File: src/verilog/exec_pkg.sv
/*
 * Shared types for the integer execute unit.
 * Holds the request and response records, the opcode and size encodings,
 * the EFLAGS bit layout and two small size helpers. Compile it first.
 */
package exec_pkg;

	// Opcodes accepted by the unit
	typedef enum logic [2:0] {
		op_add = 3'd0,
		op_sub = 3'd1,
		op_and = 3'd2,
		op_or  = 3'd3,
		op_xor = 3'd4,
		op_shl = 3'd5,
		op_cld = 3'd6,
		op_std = 3'd7
	} exec_op_e;

	// Operand size, encoding 3 behaves as 32-bit
	typedef enum logic [1:0] {
		size_8  = 2'd0,
		size_16 = 2'd1,
		size_32 = 2'd2
	} op_size_e;

	// Request, sampled together with start
	typedef struct packed {
		exec_op_e    op;
		op_size_e    size;
		logic [31:0] a;
		logic [31:0] b;
		logic [4:0]  count;
	} exec_req_t;

	// Flag group before it is placed into EFLAGS
	typedef struct packed {
		logic of;
		logic df;
		logic sf;
		logic zf;
		logic af;
		logic pf;
		logic cf;
	} flag_bits_t;

	//----------------------------------------------------------------------
	// EFLAGS layout, x86 bit positions, reserved fields read zero
	//----------------------------------------------------------------------
	typedef struct packed {
		logic [19:0] rsvd_31_12;
		logic        of;
		logic        df;
		logic [1:0]  rsvd_9_8;
		logic        sf;
		logic        zf;
		logic        rsvd_5;
		logic        af;
		logic        rsvd_3;
		logic        pf;
		logic        rsvd_1;
		logic        cf;
	} eflags_t;

	// Response, result is zero above the operand size
	typedef struct packed {
		logic [31:0] result;
		eflags_t     flags;
	} exec_rsp_t;

	// Low-order bits kept at a given size
	function automatic logic [31:0] size_mask(op_size_e size);
		case (size)
			size_8:  return 32'h0000_00ff;
			size_16: return 32'h0000_ffff;
			default: return 32'hffff_ffff;
		endcase
	endfunction

	// Sign position at a given size: bit 7, 15 or 31
	function automatic logic top_bit(logic [31:0] value, op_size_e size);
		case (size)
			size_8:  return value[7];
			size_16: return value[15];
			default: return value[31];
		endcase
	endfunction

endpackage

File: src/verilog/alu_datapath.sv
/*
 * Working data path of the execute unit.
 * On load it computes ADD, SUB or a logic op and registers the masked
 * result with sign and carry bits; for SHL it loads operand a instead and
 * shifts one bit per step at the registered size.
 */
module alu_datapath (
	input  logic                clk,
	input  logic                rst_n,
	input  logic                load,
	input  logic                step,
	input  exec_pkg::exec_req_t req,
	output logic [31:0]         result,
	output logic                carry_top,
	output logic                half_carry,
	output logic                a_top,
	output logic                b_top,
	output logic                shift_out,
	output exec_pkg::exec_op_e  op_q,
	output exec_pkg::op_size_e  size_q
);
	import exec_pkg::*;

	logic [31:0] mask;
	logic [31:0] a_m;
	logic [31:0] b_m;
	logic [32:0] sum;
	logic [32:0] diff;
	logic [31:0] load_res;
	logic        load_carry;
	logic        load_half;
	logic [31:0] shifted;

	//----------------------------------------------------------------------
	// Single-cycle function of the incoming request
	//----------------------------------------------------------------------
	always_comb begin
		mask       = size_mask(req.size);
		a_m        = req.a & mask;
		b_m        = req.b & mask;
		sum        = {1'b0, a_m} + {1'b0, b_m};
		// Negative difference sets every bit above the size
		diff       = {1'b0, a_m} - {1'b0, b_m};
		load_res   = 32'd0;
		load_carry = 1'b0;
		load_half  = 1'b0;
		case (req.op)
			op_add: begin
				load_res   = sum[31:0];
				// Bit one above the top, via the shifted view
				load_carry = top_bit(sum[32:1], req.size);
				load_half  = a_m[4] ^ b_m[4] ^ sum[4];
			end
			op_sub: begin
				load_res   = diff[31:0];
				load_carry = top_bit(diff[32:1], req.size);
				load_half  = a_m[4] ^ b_m[4] ^ diff[4];
			end
			op_and:  load_res = a_m & b_m;
			op_or:   load_res = a_m | b_m;
			op_xor:  load_res = a_m ^ b_m;
			// Shift source, stepped later
			op_shl:  load_res = a_m;
			// CLD and STD return zero
			default: load_res = 32'd0;
		endcase
	end

	// One-bit left shift at the registered size
	assign shifted = (result << 1) & size_mask(size_q);

	always_ff @(posedge clk or negedge rst_n) begin
		if (!rst_n) begin
			result     <= 32'd0;
			carry_top  <= 1'b0;
			half_carry <= 1'b0;
			a_top      <= 1'b0;
			b_top      <= 1'b0;
			shift_out  <= 1'b0;
			op_q       <= op_add;
			size_q     <= size_8;
		end else if (load) begin
			result     <= load_res & mask;
			carry_top  <= load_carry;
			half_carry <= load_half;
			a_top      <= top_bit(req.a, req.size);
			b_top      <= top_bit(req.b, req.size);
			shift_out  <= 1'b0;
			op_q       <= req.op;
			size_q     <= req.size;
		end else if (step) begin
			// Last bit out becomes CF
			shift_out <= top_bit(result, size_q);
			result    <= shifted;
		end
	end

endmodule

File: src/verilog/eflags_reg.sv
/*
 * Architectural EFLAGS register.
 * Places the flag group at its x86 bit positions on finish.
 */
module eflags_reg (
	input  logic                 clk,
	input  logic                 rst_n,
	input  logic                 finish,
	input  exec_pkg::flag_bits_t flags,
	output exec_pkg::eflags_t    eflags
);
	import exec_pkg::*;

	eflags_t flags_placed;

	// Reserved fields stay zero
	always_comb begin
		flags_placed    = '0;
		flags_placed.of = flags.of;
		flags_placed.df = flags.df;
		flags_placed.sf = flags.sf;
		flags_placed.zf = flags.zf;
		flags_placed.af = flags.af;
		flags_placed.pf = flags.pf;
		flags_placed.cf = flags.cf;
	end

	always_ff @(posedge clk or negedge rst_n) begin
		if (!rst_n) begin
			eflags <= '0;
		end else if (finish) begin
			// Visible together with done
			eflags <= flags_placed;
		end
	end

endmodule

File: src/verilog/exec_ctrl.sv
/*
 * Sequencer for the execute unit.
 * Accepts one request at a time, runs the single execute cycle or the
 * shift loop, and strobes the EFLAGS update one cycle ahead of done.
 */
module exec_ctrl (
	input  logic               clk,
	input  logic               rst_n,
	input  logic               start,
	input  exec_pkg::exec_op_e op,
	input  logic               count_zero,
	input  logic               shift_zero,
	output logic               load,
	output logic               step,
	output logic               finish,
	output logic               busy,
	output logic               done
);
	import exec_pkg::*;

	typedef enum logic [1:0] {idle, exec, shift, fin} state_e;

	state_e state;
	state_e state_nxt;
	// Captured at acceptance
	logic   shl_q;
	logic   zero_q;
	logic   accept;
	logic   do_shift;

	// Busy low in idle and fin, so a new start is taken in either
	assign accept   = start && (state == idle || state == fin);
	assign do_shift = shl_q && !zero_q;

	always_ff @(posedge clk or negedge rst_n) begin
		if (!rst_n) begin
			state  <= idle;
			shl_q  <= 1'b0;
			zero_q <= 1'b0;
		end else begin
			state <= state_nxt;
			if (accept) begin
				shl_q  <= (op == op_shl);
				zero_q <= count_zero;
			end
		end
	end

	//----------------------------------------------------------------------
	// Next state
	//----------------------------------------------------------------------
	always_comb begin
		state_nxt = state;
		case (state)
			idle:    if (accept) state_nxt = exec;
			exec:    state_nxt = do_shift ? shift : fin;
			// Wait out the counter
			shift:   if (shift_zero) state_nxt = fin;
			fin:     state_nxt = accept ? exec : idle;
			default: state_nxt = idle;
		endcase
	end

	// First shift step already in exec
	assign load   = accept;
	assign step   = (state == exec && do_shift) || (state == shift && !shift_zero);
	// SHL by zero never strobes finish, so all flags hold
	assign finish = (state == exec && !shl_q) || (state == shift && shift_zero);
	assign busy   = (state == exec) || (state == shift);
	assign done   = (state == fin);

endmodule

File: src/verilog/exec_unit.sv
/*
 * Top level of the integer execute unit.
 * Start and req are sampled together while busy is low; rsp is held in
 * registers and valid from the done pulse onward.
 */
module exec_unit (
	input  logic                 clk,
	input  logic                 rst_n,
	input  logic                 start,
	input  exec_pkg::exec_req_t  req,
	output logic                 busy,
	output logic                 done,
	output exec_pkg::exec_rsp_t  rsp
);
	import exec_pkg::*;

	// Control strobes
	logic        load;
	logic        step;
	logic        finish;
	logic        shift_zero;
	// Working data toward the flag logic
	logic [31:0] result;
	logic        carry_top;
	logic        half_carry;
	logic        a_top;
	logic        b_top;
	logic        shift_out;
	exec_op_e    op_q;
	op_size_e    size_q;
	flag_bits_t  flag_bits;
	eflags_t     eflags;

	exec_ctrl u_exec_ctrl (
		.clk        (clk),
		.rst_n      (rst_n),
		.start      (start),
		.op         (req.op),
		.count_zero (req.count == 5'd0),
		.shift_zero (shift_zero),
		.load       (load),
		.step       (step),
		.finish     (finish),
		.busy       (busy),
		.done       (done)
	);

	shift_counter u_shift_counter (
		.clk   (clk),
		.rst_n (rst_n),
		.load  (load),
		.step  (step),
		.count (req.count),
		.zero  (shift_zero)
	);

	alu_datapath u_alu_datapath (
		.clk        (clk),
		.rst_n      (rst_n),
		.load       (load),
		.step       (step),
		.req        (req),
		.result     (result),
		.carry_top  (carry_top),
		.half_carry (half_carry),
		.a_top      (a_top),
		.b_top      (b_top),
		.shift_out  (shift_out),
		.op_q       (op_q),
		.size_q     (size_q)
	);

	flag_logic u_flag_logic (
		.op         (op_q),
		.size       (size_q),
		.result     (result),
		.carry_top  (carry_top),
		.half_carry (half_carry),
		.a_top      (a_top),
		.b_top      (b_top),
		.shift_out  (shift_out),
		.flags_in   (eflags),
		.flags      (flag_bits)
	);

	eflags_reg u_eflags_reg (
		.clk    (clk),
		.rst_n  (rst_n),
		.finish (finish),
		.flags  (flag_bits),
		.eflags (eflags)
	);

	assign rsp = '{result: result, flags: eflags};

endmodule

File: src/verilog/flag_logic.sv
/*
 * Size-aware EFLAGS generation, purely combinational.
 * Builds OF, SF, ZF, AF, PF and CF from the registered working result,
 * and passes the current flags through for ops that leave them alone.
 */
module flag_logic (
	input  exec_pkg::exec_op_e  op,
	input  exec_pkg::op_size_e  size,
	input  logic [31:0]         result,
	input  logic                carry_top,
	input  logic                half_carry,
	input  logic                a_top,
	input  logic                b_top,
	input  logic                shift_out,
	input  exec_pkg::eflags_t   flags_in,
	output exec_pkg::flag_bits_t flags
);
	import exec_pkg::*;

	logic       sign;
	logic [3:0] par_pair;
	logic [1:0] par_nib;
	logic       parity;
	logic       zero8;
	logic       zero16;
	logic       zero32;
	logic       zero_sel;

	//----------------------------------------------------------------------
	// Sign at the selected size
	//----------------------------------------------------------------------
	assign sign = top_bit(result, size);

	// Parity tree over the low byte, pairs first
	assign par_pair[3] = result[7] ^ result[6];
	assign par_pair[2] = result[5] ^ result[4];
	assign par_pair[1] = result[3] ^ result[2];
	assign par_pair[0] = result[1] ^ result[0];
	assign par_nib[1]  = par_pair[3] ^ par_pair[2];
	assign par_nib[0]  = par_pair[1] ^ par_pair[0];
	// Set on an even count of ones
	assign parity      = ~(par_nib[1] ^ par_nib[0]);

	// Zero detect grows with the size
	assign zero8  = ~|result[7:0];
	assign zero16 = zero8 & ~|result[15:8];
	assign zero32 = zero16 & ~|result[31:16];

	always_comb begin
		case (size)
			size_8:  zero_sel = zero8;
			size_16: zero_sel = zero16;
			default: zero_sel = zero32;
		endcase
	end

	//----------------------------------------------------------------------
	// Per-op selection
	//----------------------------------------------------------------------
	always_comb begin
		// Old values unless the op says otherwise
		flags.of = flags_in.of;
		flags.df = flags_in.df;
		flags.sf = flags_in.sf;
		flags.zf = flags_in.zf;
		flags.af = flags_in.af;
		flags.pf = flags_in.pf;
		flags.cf = flags_in.cf;
		case (op)
			op_add, op_sub: begin
				flags.cf = carry_top;
				flags.af = half_carry;
				// Add wraps on equal signs, sub on differing signs
				if (op == op_add)
					flags.of = (a_top == b_top) && (sign != a_top);
				else
					flags.of = (a_top != b_top) && (sign != a_top);
				flags.sf = sign;
				flags.zf = zero_sel;
				flags.pf = parity;
			end
			op_and, op_or, op_xor: begin
				flags.cf = 1'b0;
				flags.of = 1'b0;
				flags.af = 1'b0;
				flags.sf = sign;
				flags.zf = zero_sel;
				flags.pf = parity;
			end
			op_shl: begin
				flags.cf = shift_out;
				flags.of = sign ^ shift_out;
				flags.af = 1'b0;
				flags.sf = sign;
				flags.zf = zero_sel;
				flags.pf = parity;
			end
			op_cld:  flags.df = 1'b0;
			op_std:  flags.df = 1'b1;
			default: flags.df = flags_in.df;
		endcase
	end

endmodule

File: src/verilog/shift_counter.sv
/*
 * Remaining-step counter for the shift loop.
 * Loaded with the requested count at acceptance, decremented per step.
 */
module shift_counter (
	input  logic       clk,
	input  logic       rst_n,
	input  logic       load,
	input  logic       step,
	input  logic [4:0] count,
	output logic       zero
);
	// Steps still to go
	logic [4:0] remain;

	always_ff @(posedge clk or negedge rst_n) begin
		if (!rst_n) begin
			remain <= 5'd0;
		end else if (load) begin
			remain <= count;
		end else if (step && remain != 5'd0) begin
			// Never wraps below zero
			remain <= remain - 5'd1;
		end
	end

	// Combinational, seen by the controller in the same cycle
	assign zero = (remain == 5'd0);

endmodule
File: config.mk
export PLATFORM = sky130hd
export DESIGN_NAME = exec_unit
export DESIGN_NICKNAME = d
export VERILOG_FILES = /design/src/verilog/exec_pkg.sv /design/src/verilog/alu_datapath.sv /design/src/verilog/eflags_reg.sv /design/src/verilog/exec_ctrl.sv /design/src/verilog/exec_unit.sv /design/src/verilog/flag_logic.sv /design/src/verilog/shift_counter.sv
export SDC_FILE = /design/constraint.sdc
export NUM_CORES = 1
export LEC_CHECK = 0
export BUFFER_PORTS_ARGS = -buffer_cell sky130_fd_sc_hd__buf_2
export CAP_MARGIN = 40
export CORE_AREA = 2 2 127 129
export DETAILED_ROUTE_END_ITERATION = 8
export DIE_AREA = 0 0 129 131
export GPL_ROUTABILITY_DRIVEN = 0
export PLACE_DENSITY = 0.79
export RECOVER_POWER = 25
export SLEW_MARGIN = 40
export SYNTH_ARGS = -nofsm -noshare
export SYNTH_HDL_FRONTEND = slang
export SYNTH_SLANG_ARGS = --single-unit
export TNS_END_PERCENT = 30
File: constraint.sdc
create_clock -name clk -period 3.1 [get_ports clk]
set_input_delay 0.62 -clock clk [delete_from_list [all_inputs] [get_ports clk]]
set_output_delay 0.62 -clock clk [all_outputs]
set_load 0.01 [all_outputs]
==> run_results.csv, run 1 <==
group,metric,value,unit
outcome,status,"finished, violations left",
outcome,violations,"setup timing",
floorplan,fp.dieW,129,µm
synthesis,yosys_warnings,0,
critical_path,cp_data_required_time,3.31,ns
synthesis,syn_inst,1274,
timing,rsz0062_at_grt,"yes",
clock_tree,numClockSinks,58,
grt,antenna_found_initial,0,
pwr,pwr-share-seq,0.222,
synthesis,seq_area_frac_synth,0.161,
pwr,power_frac_comb,0.621,
timing,min_period,3.58,ns
routing,wire_per_inst,20.4,µm
clock_tree,cts_tree,"done",
cells_and_area,largest_reg_flops,32,
routing,final_antenna_net_count,0,
pwr,ir_drop,0.580,mV
cells_and_area,fin_nets,1795,
routing,dr.pass1.iters,7,
timing,maxClockFrequency,279,MHz
synthesis,synthDominantCellAreaShare,0.161,
synthesis,synthTopCellsByCount,"143 x nand2_1, 120 x nor2_1, 119 x a21oi_1",
synthesis,yosysUniqueCellTypes,80,
pwr,power_leakage,6.26,nW
grt,gr-usage-all-layers,0.394,
pwr,pwr_density_cell,539,nW/µm²
critical_path,reg2regPathDepth,13,
critical_path,cp_max_fo,5,
timing,worst_slack,-0.484,ns
routing,drt_iter0_markers,2147,
synthesis,syn_area,9010,µm²
synthesis,synth.avg_cell_area,7.07,µm²
placed_design,dp_hpwl,25900,µm
min_path,hold_path_class,"in2async",
critical_path,worstSetupPathType,"in2reg",
grt,grt_pass1_wl,52900,µm
pwr,switching_share,0.470,
synthesis,yosysMostFrequentCell,"nand2_1",
synthesis,synth-edff-count,0,
cells_and_area,drive_gt1_frac,0.319,
synthesis,ys_dominant_reg_cell,"dfrtp_1",
routing,vias,11800,
cells_and_area,instances_no_fill,1822,
synthesis,ys_ff_latch,58,
synthesis,async_flop_share,1.00,
routing,vias_per_cell,6.49,
floorplan,pin_count,143,
pwr,clockPowerShare,0.158,
routing,drc_errors,0,
clock_tree,cts_root_buf,"clkbuf_16",
clock_tree,insertion_delay,0.33,ns
timing,setup_viol,21,
grt,grt_pass1_vias,10400,
pwr,p_switching,0.00317,W
floorplan,die-area,16900,µm²
cells_and_area,diodes,0,
placed_design,placed_cells,1794,
floorplan,num_rows,46,
timing,skew,0.00669,ns
routing,wl,37200,µm
placed_design,port_buffers,117,
critical_path,critPathCaptureType,"flop",
timing,relSlewSlack,0.224,
clock_tree,cts_max_path_buffers,2,
floorplan,fp.dieH,131,µm
timing,holdWs,0.295,ns
synthesis,yosys.area.top_type,"dfrtp_1",
grt,grt_max_degree,78,
clock_tree,ctsHoldBuffers,0,
floorplan,initial_core_util,0.578,
grt,globalRouteOverflowTotal,0,
pwr,internal_power,0.00358,W
synthesis,synthTopCellsByArea,"dfrtp_1 16%, ha_1 16%, a21oi_1 6.6%, nand2_1 6.0%, nor2_1 5.0%",
timing,final_hold_viol_count,0,
timing,finalMaxSlewViolations,0,
floorplan,core_area,15600,µm²
clock_tree,cts_inserted_buffers,9,
cells_and_area,area_growth,38.8,%
timing,worst_pin_slew,1.16,ns
clock_tree,htreeDepth,3,
critical_path,cp-start-kind,"primary input",
critical_path,cp.arrival,3.79,ns
job,drv_cap,0,
clock_tree,clk_pin_slew_worst_paths,0.05,ns
timing,period_share,1.16,
area by class of cell:
class / count / area (µm²)
fillers: 1001 / 3090
clock buffers: 10 / 239
clock inverters: 6 / 80.1
well taps: 216 / 270
inverters: 111 / 417
multi-input cells: 1030 / 7370
repair buffers: 391 / 2680
flip-flops and latches: 58 / 1450
power groups by stage:
| stage | Clock, W | Combinational (W) | Sequential [W] |
|---|---|---|---|
| floorplan | 0 | 0.00241 | 0.00147 |
| global placement | 0 | 0.00365 | 0.00146 |
| detailed placement | 0 | 0.00378 | 0.00148 |
| CTS | 0.00106 | 0.00388 | 0.00148 |
| global route | 0.00110 | 0.00451 | 0.00152 |
| finish | 0.00106 | 0.00419 | 0.00150 |
through the flow:
step | area, µm² | setup WS (ns) | util | TNS [ns] | power (W)
finish | 12500 | -0.484 | 0.802 | -5.96 | 0.00675
global route | 12500 | -0.580 | 0.802 | -7.13 | 0.00713
CTS | 12200 | -0.263 | 0.780 | -1.55 | 0.00642
detailed placement | 11600 | -0.789 | 0.743 | -14.15 | 0.00526
global placement | 11600 | -0.703 | 0.743 | -12.05 | 0.00510
floorplan | 9290 | -0.553 | - | -7.12 | 0.00388
metal layers:
| layer | vias up | wire [µm] | share of wire | GRT usage |
|---|---|---|---|---|
| met1 | 5369 | 13600 | 0.37 | 0.517 |
| met2 | 1018 | 15900 | 0.43 | 0.634 |
| met3 | 307 | 5160 | 0.14 | 0.0839 |
| met5 | - | 0 | 0 | 0 |
| li1 | 5135 | - | - | - |
| met4 | 0 | 2410 | 0.065 | 0.160 |
worst max-delay path, stage by stage:
cell       delay [ns]
buf_12           0.11
or2_4            0.32
and2_4           0.19
ha_4             0.23
nand3b_1         0.21
a2111o_1         0.44
o221ai_4         0.27
nand3_4          0.13
a211oi_4         0.31
o41a_1           0.25
a221oi_2         0.09
xnor2_1          0.15
a2111oi_2        0.38
o21ai_1          0.09
cells by family (layout without fill, tap and decap cells):
family / count (synthesis) / in the layout / share of synthesized area
AND/OR/NAND/NOR: 420 / 423 / 0.215
XOR/XNOR: 37 / 37 / 0.0360
flip-flops: 58 / 58 / 0.161
adder cells (fa/ha/maj): 117 / 117 / 0.164
buffers and inverters: 213 / 518 / 0.101
multiplexers: 20 / 20 / 0.0224
other: 1 / 25 / 0.000416
AO/OA/AOI/OAI: 408 / 408 / 0.300
layout by cell type, fill, tap and decap left out, types with 10 or more instances in the layout:
cell type	Yosys	final
buf_4	25	270
nand2_1	143	137
nor2_1	120	115
buf_2	4	114
inv_1	110	110
ha_1	115	105
a21oi_1	119	102
o21ai_0	80	72
dfrtp_1	58	58
xnor2_1	29	28
o22ai_1	25	25
conb_1	1	25
nor3_1	28	24
nand3_1	24	23
mux2i_1	19	19
and2_1	18	15
a21oi_2	1	14
nand2b_1	13	13
a31oi_1	17	13
a21o_1	14	13
and3_1	14	13
nor2b_1	11	11
o21ai_1	3	11
a211o_1	10	10
nor4_1	11	10
worst paths after layout:
kind / slack [ns] / end / startpoint
max in group asynchronous: 1.22 / u_alu_datapath.result[25] / rst_n
min in group clk: 0.50 / u_eflags_reg.eflags[2] / u_eflags_reg.eflags[2]
worst max-delay path: -0.48 / u_alu_datapath.result[31] / req[70]
worst max register to register: 0.38 / u_alu_datapath.result[30] / u_shift_counter.remain[0]
worst min register to register: 0.50 / u_eflags_reg.eflags[2] / u_eflags_reg.eflags[2]
worst min-delay path: 0.30 / u_shift_counter.remain[0] / rst_n
what timing repair did:
| item | in CTS | in global routing |
|---|---|---|
| resized for setup | 55 | 55 |
| setup endpoints to repair | 21 | 25 |
| setup buffers | 2 | 7 |
| gates cloned | 2 | 1 |
| pin swaps | 12 | 36 |
(Power assumes the default switching activity.)
==> inputs of run 2 (changes only) <==
CORE_AREA = 2 2 145 147   (was 2 2 127 129)
DIE_AREA = 0 0 147 149   (was 0 0 129 131)
PLACE_DENSITY = 0.62   (was 0.79)
RECOVER_POWER = default   (was 25)
==> run 2 against run 1 <==
Net effect: the flow still finishes with violations (setup timing); first-iteration DRC count decreased by 45%; sequential cell count is the same; non-clock buffer count grew 29; sequential power about the same; setup slack better by 0.085 ns; largest power group unchanged; critical path depth up 2; count of clock-buffer cells in the layout is 1 lower.
==> run_results.csv, run 2 (synthesis gave the netlist of run 1 again) <==
group,metric,value,unit
timing,skew,0.00524,ns
routing,drt_iter0_markers,1185,
clock_tree,numClockSinks,58,
placed_design,port_buffers,117,
critical_path,cp-start-kind,"primary input",
cells_and_area,layout_commonest_cell,"buf_4",
timing,finalMaxSlewViolations,0,
grt,grt_pass1_vias,10100,
min_path,hold_path_class,"in2async",
clock_tree,insertion_delay,0.33,ns
timing,final.setup.tns,-3.58,ns
floorplan,pin_count,143,
clock_tree,cts_max_path_buffers,2,
timing,rsz0062_at_grt,"yes",
grt,gr-usage-all-layers,0.307,
routing,final_antenna_net_count,0,
clock_tree,cts_tree,"done",
outcome,status,"finished, violations left",
critical_path,slowest_stage,"or4_4",
routing,vias,11000,
floorplan,core_area,20600,µm²
clock_tree,cts_inserted_buffers,9,
timing,maxClockFrequency,286,MHz
floorplan,die-area,21900,µm²
cells_and_area,largest_reg_flops,32,
clock_tree,cts_root_buf,"clkbuf_16",
routing,drc_errors,0,
critical_path,cp_data_required_time,3.37,ns
cells_and_area,diodes,0,
routing,vias_per_cell,5.78,
routing,wl,35200,µm
cells_and_area,postLayoutCellArea,12800,µm²
floorplan,initial_core_util,0.438,
critical_path,crit_buf_inv,3,
critical_path,cp_top_family,"simple AND/OR/NAND/NOR gates",
timing,relSlewSlack,0.468,
clock_tree,clk_pin_slew_worst_paths,0.06,ns
routing,dr.pass1.iters,6,
cells_and_area,fin_nets,1823,
grt,globalRouteOverflowTotal,0,
pwr,ir_drop,0.375,mV
floorplan,num_rows,53,
cells_and_area,drive_gt1_frac,0.335,
timing,period_share,1.13,
critical_path,cp_cell_sequence,"buf_6, or2_4, nand2_2, inv_1, buf_4, ha_2, nand2b_4, a21oi_2, or3_1, or4_4, and2_4, xor2_1, mux2i_1, nor2_1, or4_1, nand4_1",
critical_path,max_stage_delay,0.54,ns
critical_path,critPathCaptureType,"flop",
cells_and_area,post-route-util,0.621,
grt,antenna_found_initial,0,
timing,setup_viol,21,
timing,min_period,3.50,ns
floorplan,fp.dieW,147,µm
critical_path,cp.arrival,3.77,ns
grt,grt_pass1_wl,53500,µm
grt,grt_max_degree,46,
routing,wire_per_inst,18.5,µm
pwr,power_leakage,6.37,nW
floorplan,fp.dieH,149,µm
cells_and_area,area_growth,41.6,%
placed_design,dp_hpwl,27200,µm
pwr,pwr_density_cell,523,nW/µm²
placed_design,dpl-instance-area,11800,µm²
timing,worst_pin_slew,0.795,ns
timing,worst_slack,-0.399,ns
timing,final_hold_viol_count,0,
clock_tree,htreeDepth,3,
critical_path,worstSetupPathType,"in2reg",
placed_design,post-place-ws,-0.814,ns
cells_and_area,layout_common_cells,"299 x buf_4, 135 x nand2_1, 115 x buf_2, 114 x nor2_1, 108 x inv_1",
job,drv_cap,0,
outcome,violations,"setup timing",
critical_path,cp_max_fo,4,
==> run 2: cell count changes in the layout (fill, tap and decap cells not counted), sizes merged <==
cell / before / now
buf: 389 / 420
clkbuf: 12 / 9
or2: 10 / 9
clkinvlp: 0 / 2
clkinv: 5 / 4
==> run 2: metrics by stage <==
step | std cells | hold slack, ns | total power (W)
floorplan | 1298 | 0.324 | 0.00388
detailed placement | 1873 | 0.475 | 0.00535
global route | 1909 | 0.320 | 0.00716
CTS | 1896 | 0.285 | 0.00650
global placement | 1873 | 0.464 | 0.00527
finish | 1909 | 0.271 | 0.00668
==> run 2: final cells by class <==
class                   instances  area, µm²
clock inverters                 7       93.8
clock buffers                   9        225
flip-flops and latches         58       1450
multi-input cells            1029       7340
fillers                      1887       7790
well taps                     275        344
repair buffers                420       2900
inverters                     111        417
==> run 2: path summary, 6_finish.rpt <==
check / slack [ns] / end / from / depth (start not counted)
setup / recovery: -0.40 / u_alu_datapath.carry_top / req[70] / 16
hold / removal: 0.27 / u_shift_counter.remain[4] / rst_n / 1
setup reg to reg: 0.48 / u_alu_datapath.result[30] / u_shift_counter.remain[0] / 12
hold reg to reg: 0.48 / u_eflags_reg.eflags[11] / u_eflags_reg.eflags[11] / 2
max in group asynchronous: 2.14 / u_alu_datapath.half_carry / rst_n / 2
min in group clk: 0.48 / u_eflags_reg.eflags[11] / u_eflags_reg.eflags[11] / 2
==> run 2: timing repair <==
action | in CTS | in global routing
gates cloned | 2 | 0
resized for setup | 60 | 63
setup endpoints to repair | 22 | 24
hold buffers | 0 | 0
buffers inserted | 5 | 13
pin swaps | 19 | 26
==> run 2: power breakdown <==
part           switching (W)  internal, W  leakage (nW)
sequential          0.000383      0.00110         0.734
clock               0.000370     0.000701         0.151
combinational        0.00232      0.00180          5.49
total                0.00307      0.00361          6.37
==> run 2: routing by layer <==
layer  global-route usage  wire (µm)  vias to the layer above
li1                     -          -                     5184
met1                0.427      15200                     5121
met2                0.486      15300                      654
met3               0.0725       3970                       77
met4               0.0712        824                        0
met5                    0          0                        -
==> run 2: worst register-to-register path, cell delays in order, from the launching register on <==
cell and delay, ns:
dfrtp_1 0.41, inv_1 0.09, ha_1 0.14, nor4b_1 0.37
nor2b_1 0.13, a31oi_1 0.35, nand2_1 0.09, buf_4 0.25
o2111ai_1 0.17, nand2b_1 0.16, a31o_2 0.13, nand4_1 0.09
o21ai_1 0.15
==> inputs of run 3 (changes only) <==
SETUP_SLACK_MARGIN = 0.3   (was default)
==> run 3 against run 2 <==
Net effect: the run still ends with setup timing left; worst hold slack gained 0.0038 ns; die area stayed put; final cell count down 0.42%; largest cell class unchanged; largest power group unchanged.
==> run_results.csv, run 3 (synthesis gave the netlist of run 1 again) <==
group,metric,value,unit
routing,dr.pass1.iters,6,
cells_and_area,fin_nets,1815,
critical_path,cp_max_fo,5,
routing,vias_per_cell,5.74,
floorplan,core_area,20600,µm²
routing,wl_met1,15500,µm
cells_and_area,drive_gt1_frac,0.328,
critical_path,critPathCaptureType,"flop",
pwr,p_total,0.00668,W
clock_tree,cts_tree,"done",
grt,grt_max_degree,46,
critical_path,rr_startpoint,"u_shift_counter.remain[0]",
routing,wl_met3,3400,µm
critical_path,cp-start-kind,"primary input",
timing,relSlewSlack,0.429,
grt,grt_pass1_vias,10100,
timing,skew,0.00515,ns
floorplan,fp.dieW,147,µm
grt,globalRouteOverflowTotal,0,
job,drv_cap,0,
cells_and_area,diodes,0,
critical_path,cp_data_required_time,3.32,ns
critical_path,cp_top_family,"compound AO/OA/AOI/OAI gates",
critical_path,r2r-end,"u_alu_datapath.result[30]",
clock_tree,cts_inserted_buffers,9,
timing,period_share,1.11,
timing,setup_viol,21,
timing,min_period,3.44,ns
critical_path,cp_cell_sequence,"buf_12, or2_4, buf_6, nand2_4, ha_4, nand3b_1, a21oi_1, a211o_1, a211oi_2, o21bai_1, mux2i_1, o21ai_0, o21ai_0, buf_4, a21oi_1, a211o_1",
placed_design,port_buffers,117,
routing,highest_layer,"met4",
floorplan,die-area,21900,µm²
routing,final_antenna_net_count,0,
timing,final.setup.tns,-3.00,ns
cells_and_area,fillCellCount,1903,
critical_path,crit_buf_inv,3,
clock_tree,htreeDepth,3,
floorplan,num_rows,53,
placed_design,post-place-ws,-0.814,ns
critical_path,worstSetupPathType,"in2reg",
floorplan,initial_core_util,0.438,
clock_tree,numClockSinks,58,
pwr,ir_drop,0.375,mV
placed_design,dp_hpwl,27200,µm
critical_path,slowest_stage,"a21oi_1",
pwr,power_leakage,6.33,nW
min_path,hold_path_class,"in2async",
timing,finalMaxSlewViolations,0,
pwr,pwr_density_cell,526,nW/µm²
timing,rsz0062_at_grt,"yes",
floorplan,fp.dieH,149,µm
clock_tree,cts_max_path_buffers,2,
grt,grt_pass1_wl,53600,µm
floorplan,pin_count,143,
routing,drt_iter0_markers,1171,
cells_and_area,layout_commonest_cell,"buf_4",
routing,wire_per_inst,18.3,µm
clock_tree,ctsHoldBuffers,0,
timing,worst_pin_slew,0.853,ns
cells_and_area,layout_common_cells,"290 x buf_4, 135 x nand2_1, 115 x buf_2, 114 x nor2_1, 108 x a21oi_1",
critical_path,max_stage_delay,0.38,ns
timing,maxClockFrequency,290,MHz
grt,antenna_found_initial,0,
clock_tree,clk_pin_slew_worst_paths,0.05,ns
cells_and_area,largest_reg_flops,32,
cells_and_area,instances_no_fill,1901,
routing,vias,10900,
critical_path,reg2reg_slack,0.47,ns
critical_path,cp.arrival,3.66,ns
routing,drc_errors,0,
timing,worst_slack,-0.344,ns
routing,wl_met2,15100,µm
grt,gr-usage-all-layers,0.308,
outcome,status,"finished, violations left",
clock_tree,insertion_delay,0.33,ns
cells_and_area,post-route-util,0.618,
clock_tree,cts_root_buf,"clkbuf_16",
routing,wl,34800,µm
cells_and_area,area_growth,40.9,%
critical_path,reg2regPathDepth,12,
placed_design,placed_cells,1873,
timing,final_hold_viol_count,0,
outcome,violations,"setup timing",
[run 3: cell count changes in the layout (fill, tap and decap cells not counted), sizes merged]
cell / previous run / this run
buf: 420 / 412
[run 3: cell type report]
type,count,area [µm²],share of cell area
Multi-Input combinational cell,1029,7330,0.577
Sequential cell,58,1450,0.114
Tap cell,275,344,0.0271
Inverter,111,417,0.0328
Clock buffer,9,225,0.0177
Clock inverter,7,93.8,0.00739
Timing Repair Buffer,412,2840,0.224
[run 3: worst max-delay path by stage]
stage	start	end	cells past startpoint
4_1_cts	req[69]	u_alu_datapath.result[28]	15
5_1_grt	req[69]	u_alu_datapath.result[13]	16
2_1_floorplan	req[69]	u_alu_datapath.result[28]	17
6_report	req[69]	u_alu_datapath.result[13]	16
3_3_place_gp	req[70]	u_alu_datapath.carry_top	14
3_5_place_dp	req[70]	u_alu_datapath.carry_top	14
[run 3: through the flow]
stage / cell area (µm²) / hold WS (ns)
floorplan: 9290 / 0.324
global placement: 11800 / 0.464
detailed placement: 11800 / 0.475
CTS: 12500 / 0.285
global route: 12700 / 0.320
finish: 12700 / 0.275
[run 3: layer usage]
layer  global-route usage  up-vias
li1                     -     5171
met1                0.429     5104
met2                0.485      564
met3               0.0725       78
met4               0.0697        0
met5                    0        -
[run 3: power by group]
| part | leakage [nW] | internal (W) | switching (W) |
|---|---|---|---|
| clock | 0.151 | 0.000701 | 0.000370 |
| combinational | 5.45 | 0.00181 | 0.00231 |
| sequential | 0.734 | 0.00110 | 0.000382 |
[run 3: timing repair]
action                                  in CTS  in global routing
buffers inserted                             6                  4
pin swaps                                   22                 20
endpoints found under the setup margin      27                 29
cloned                                       2                  0
resized for setup                           74                 46
[run 3: worst reg2reg max path, stage by stage (launching register included)]
cell       delay [ns]
dfrtp_1          0.41
inv_1            0.09
ha_1             0.14
nor4b_1          0.37
nor2b_1          0.13
a31oi_1          0.34
nand2_1          0.09
buf_4            0.25
o2111ai_1        0.20
nand2b_1         0.17
a31o_2           0.13
nand4_1          0.11
o21ai_2          0.11
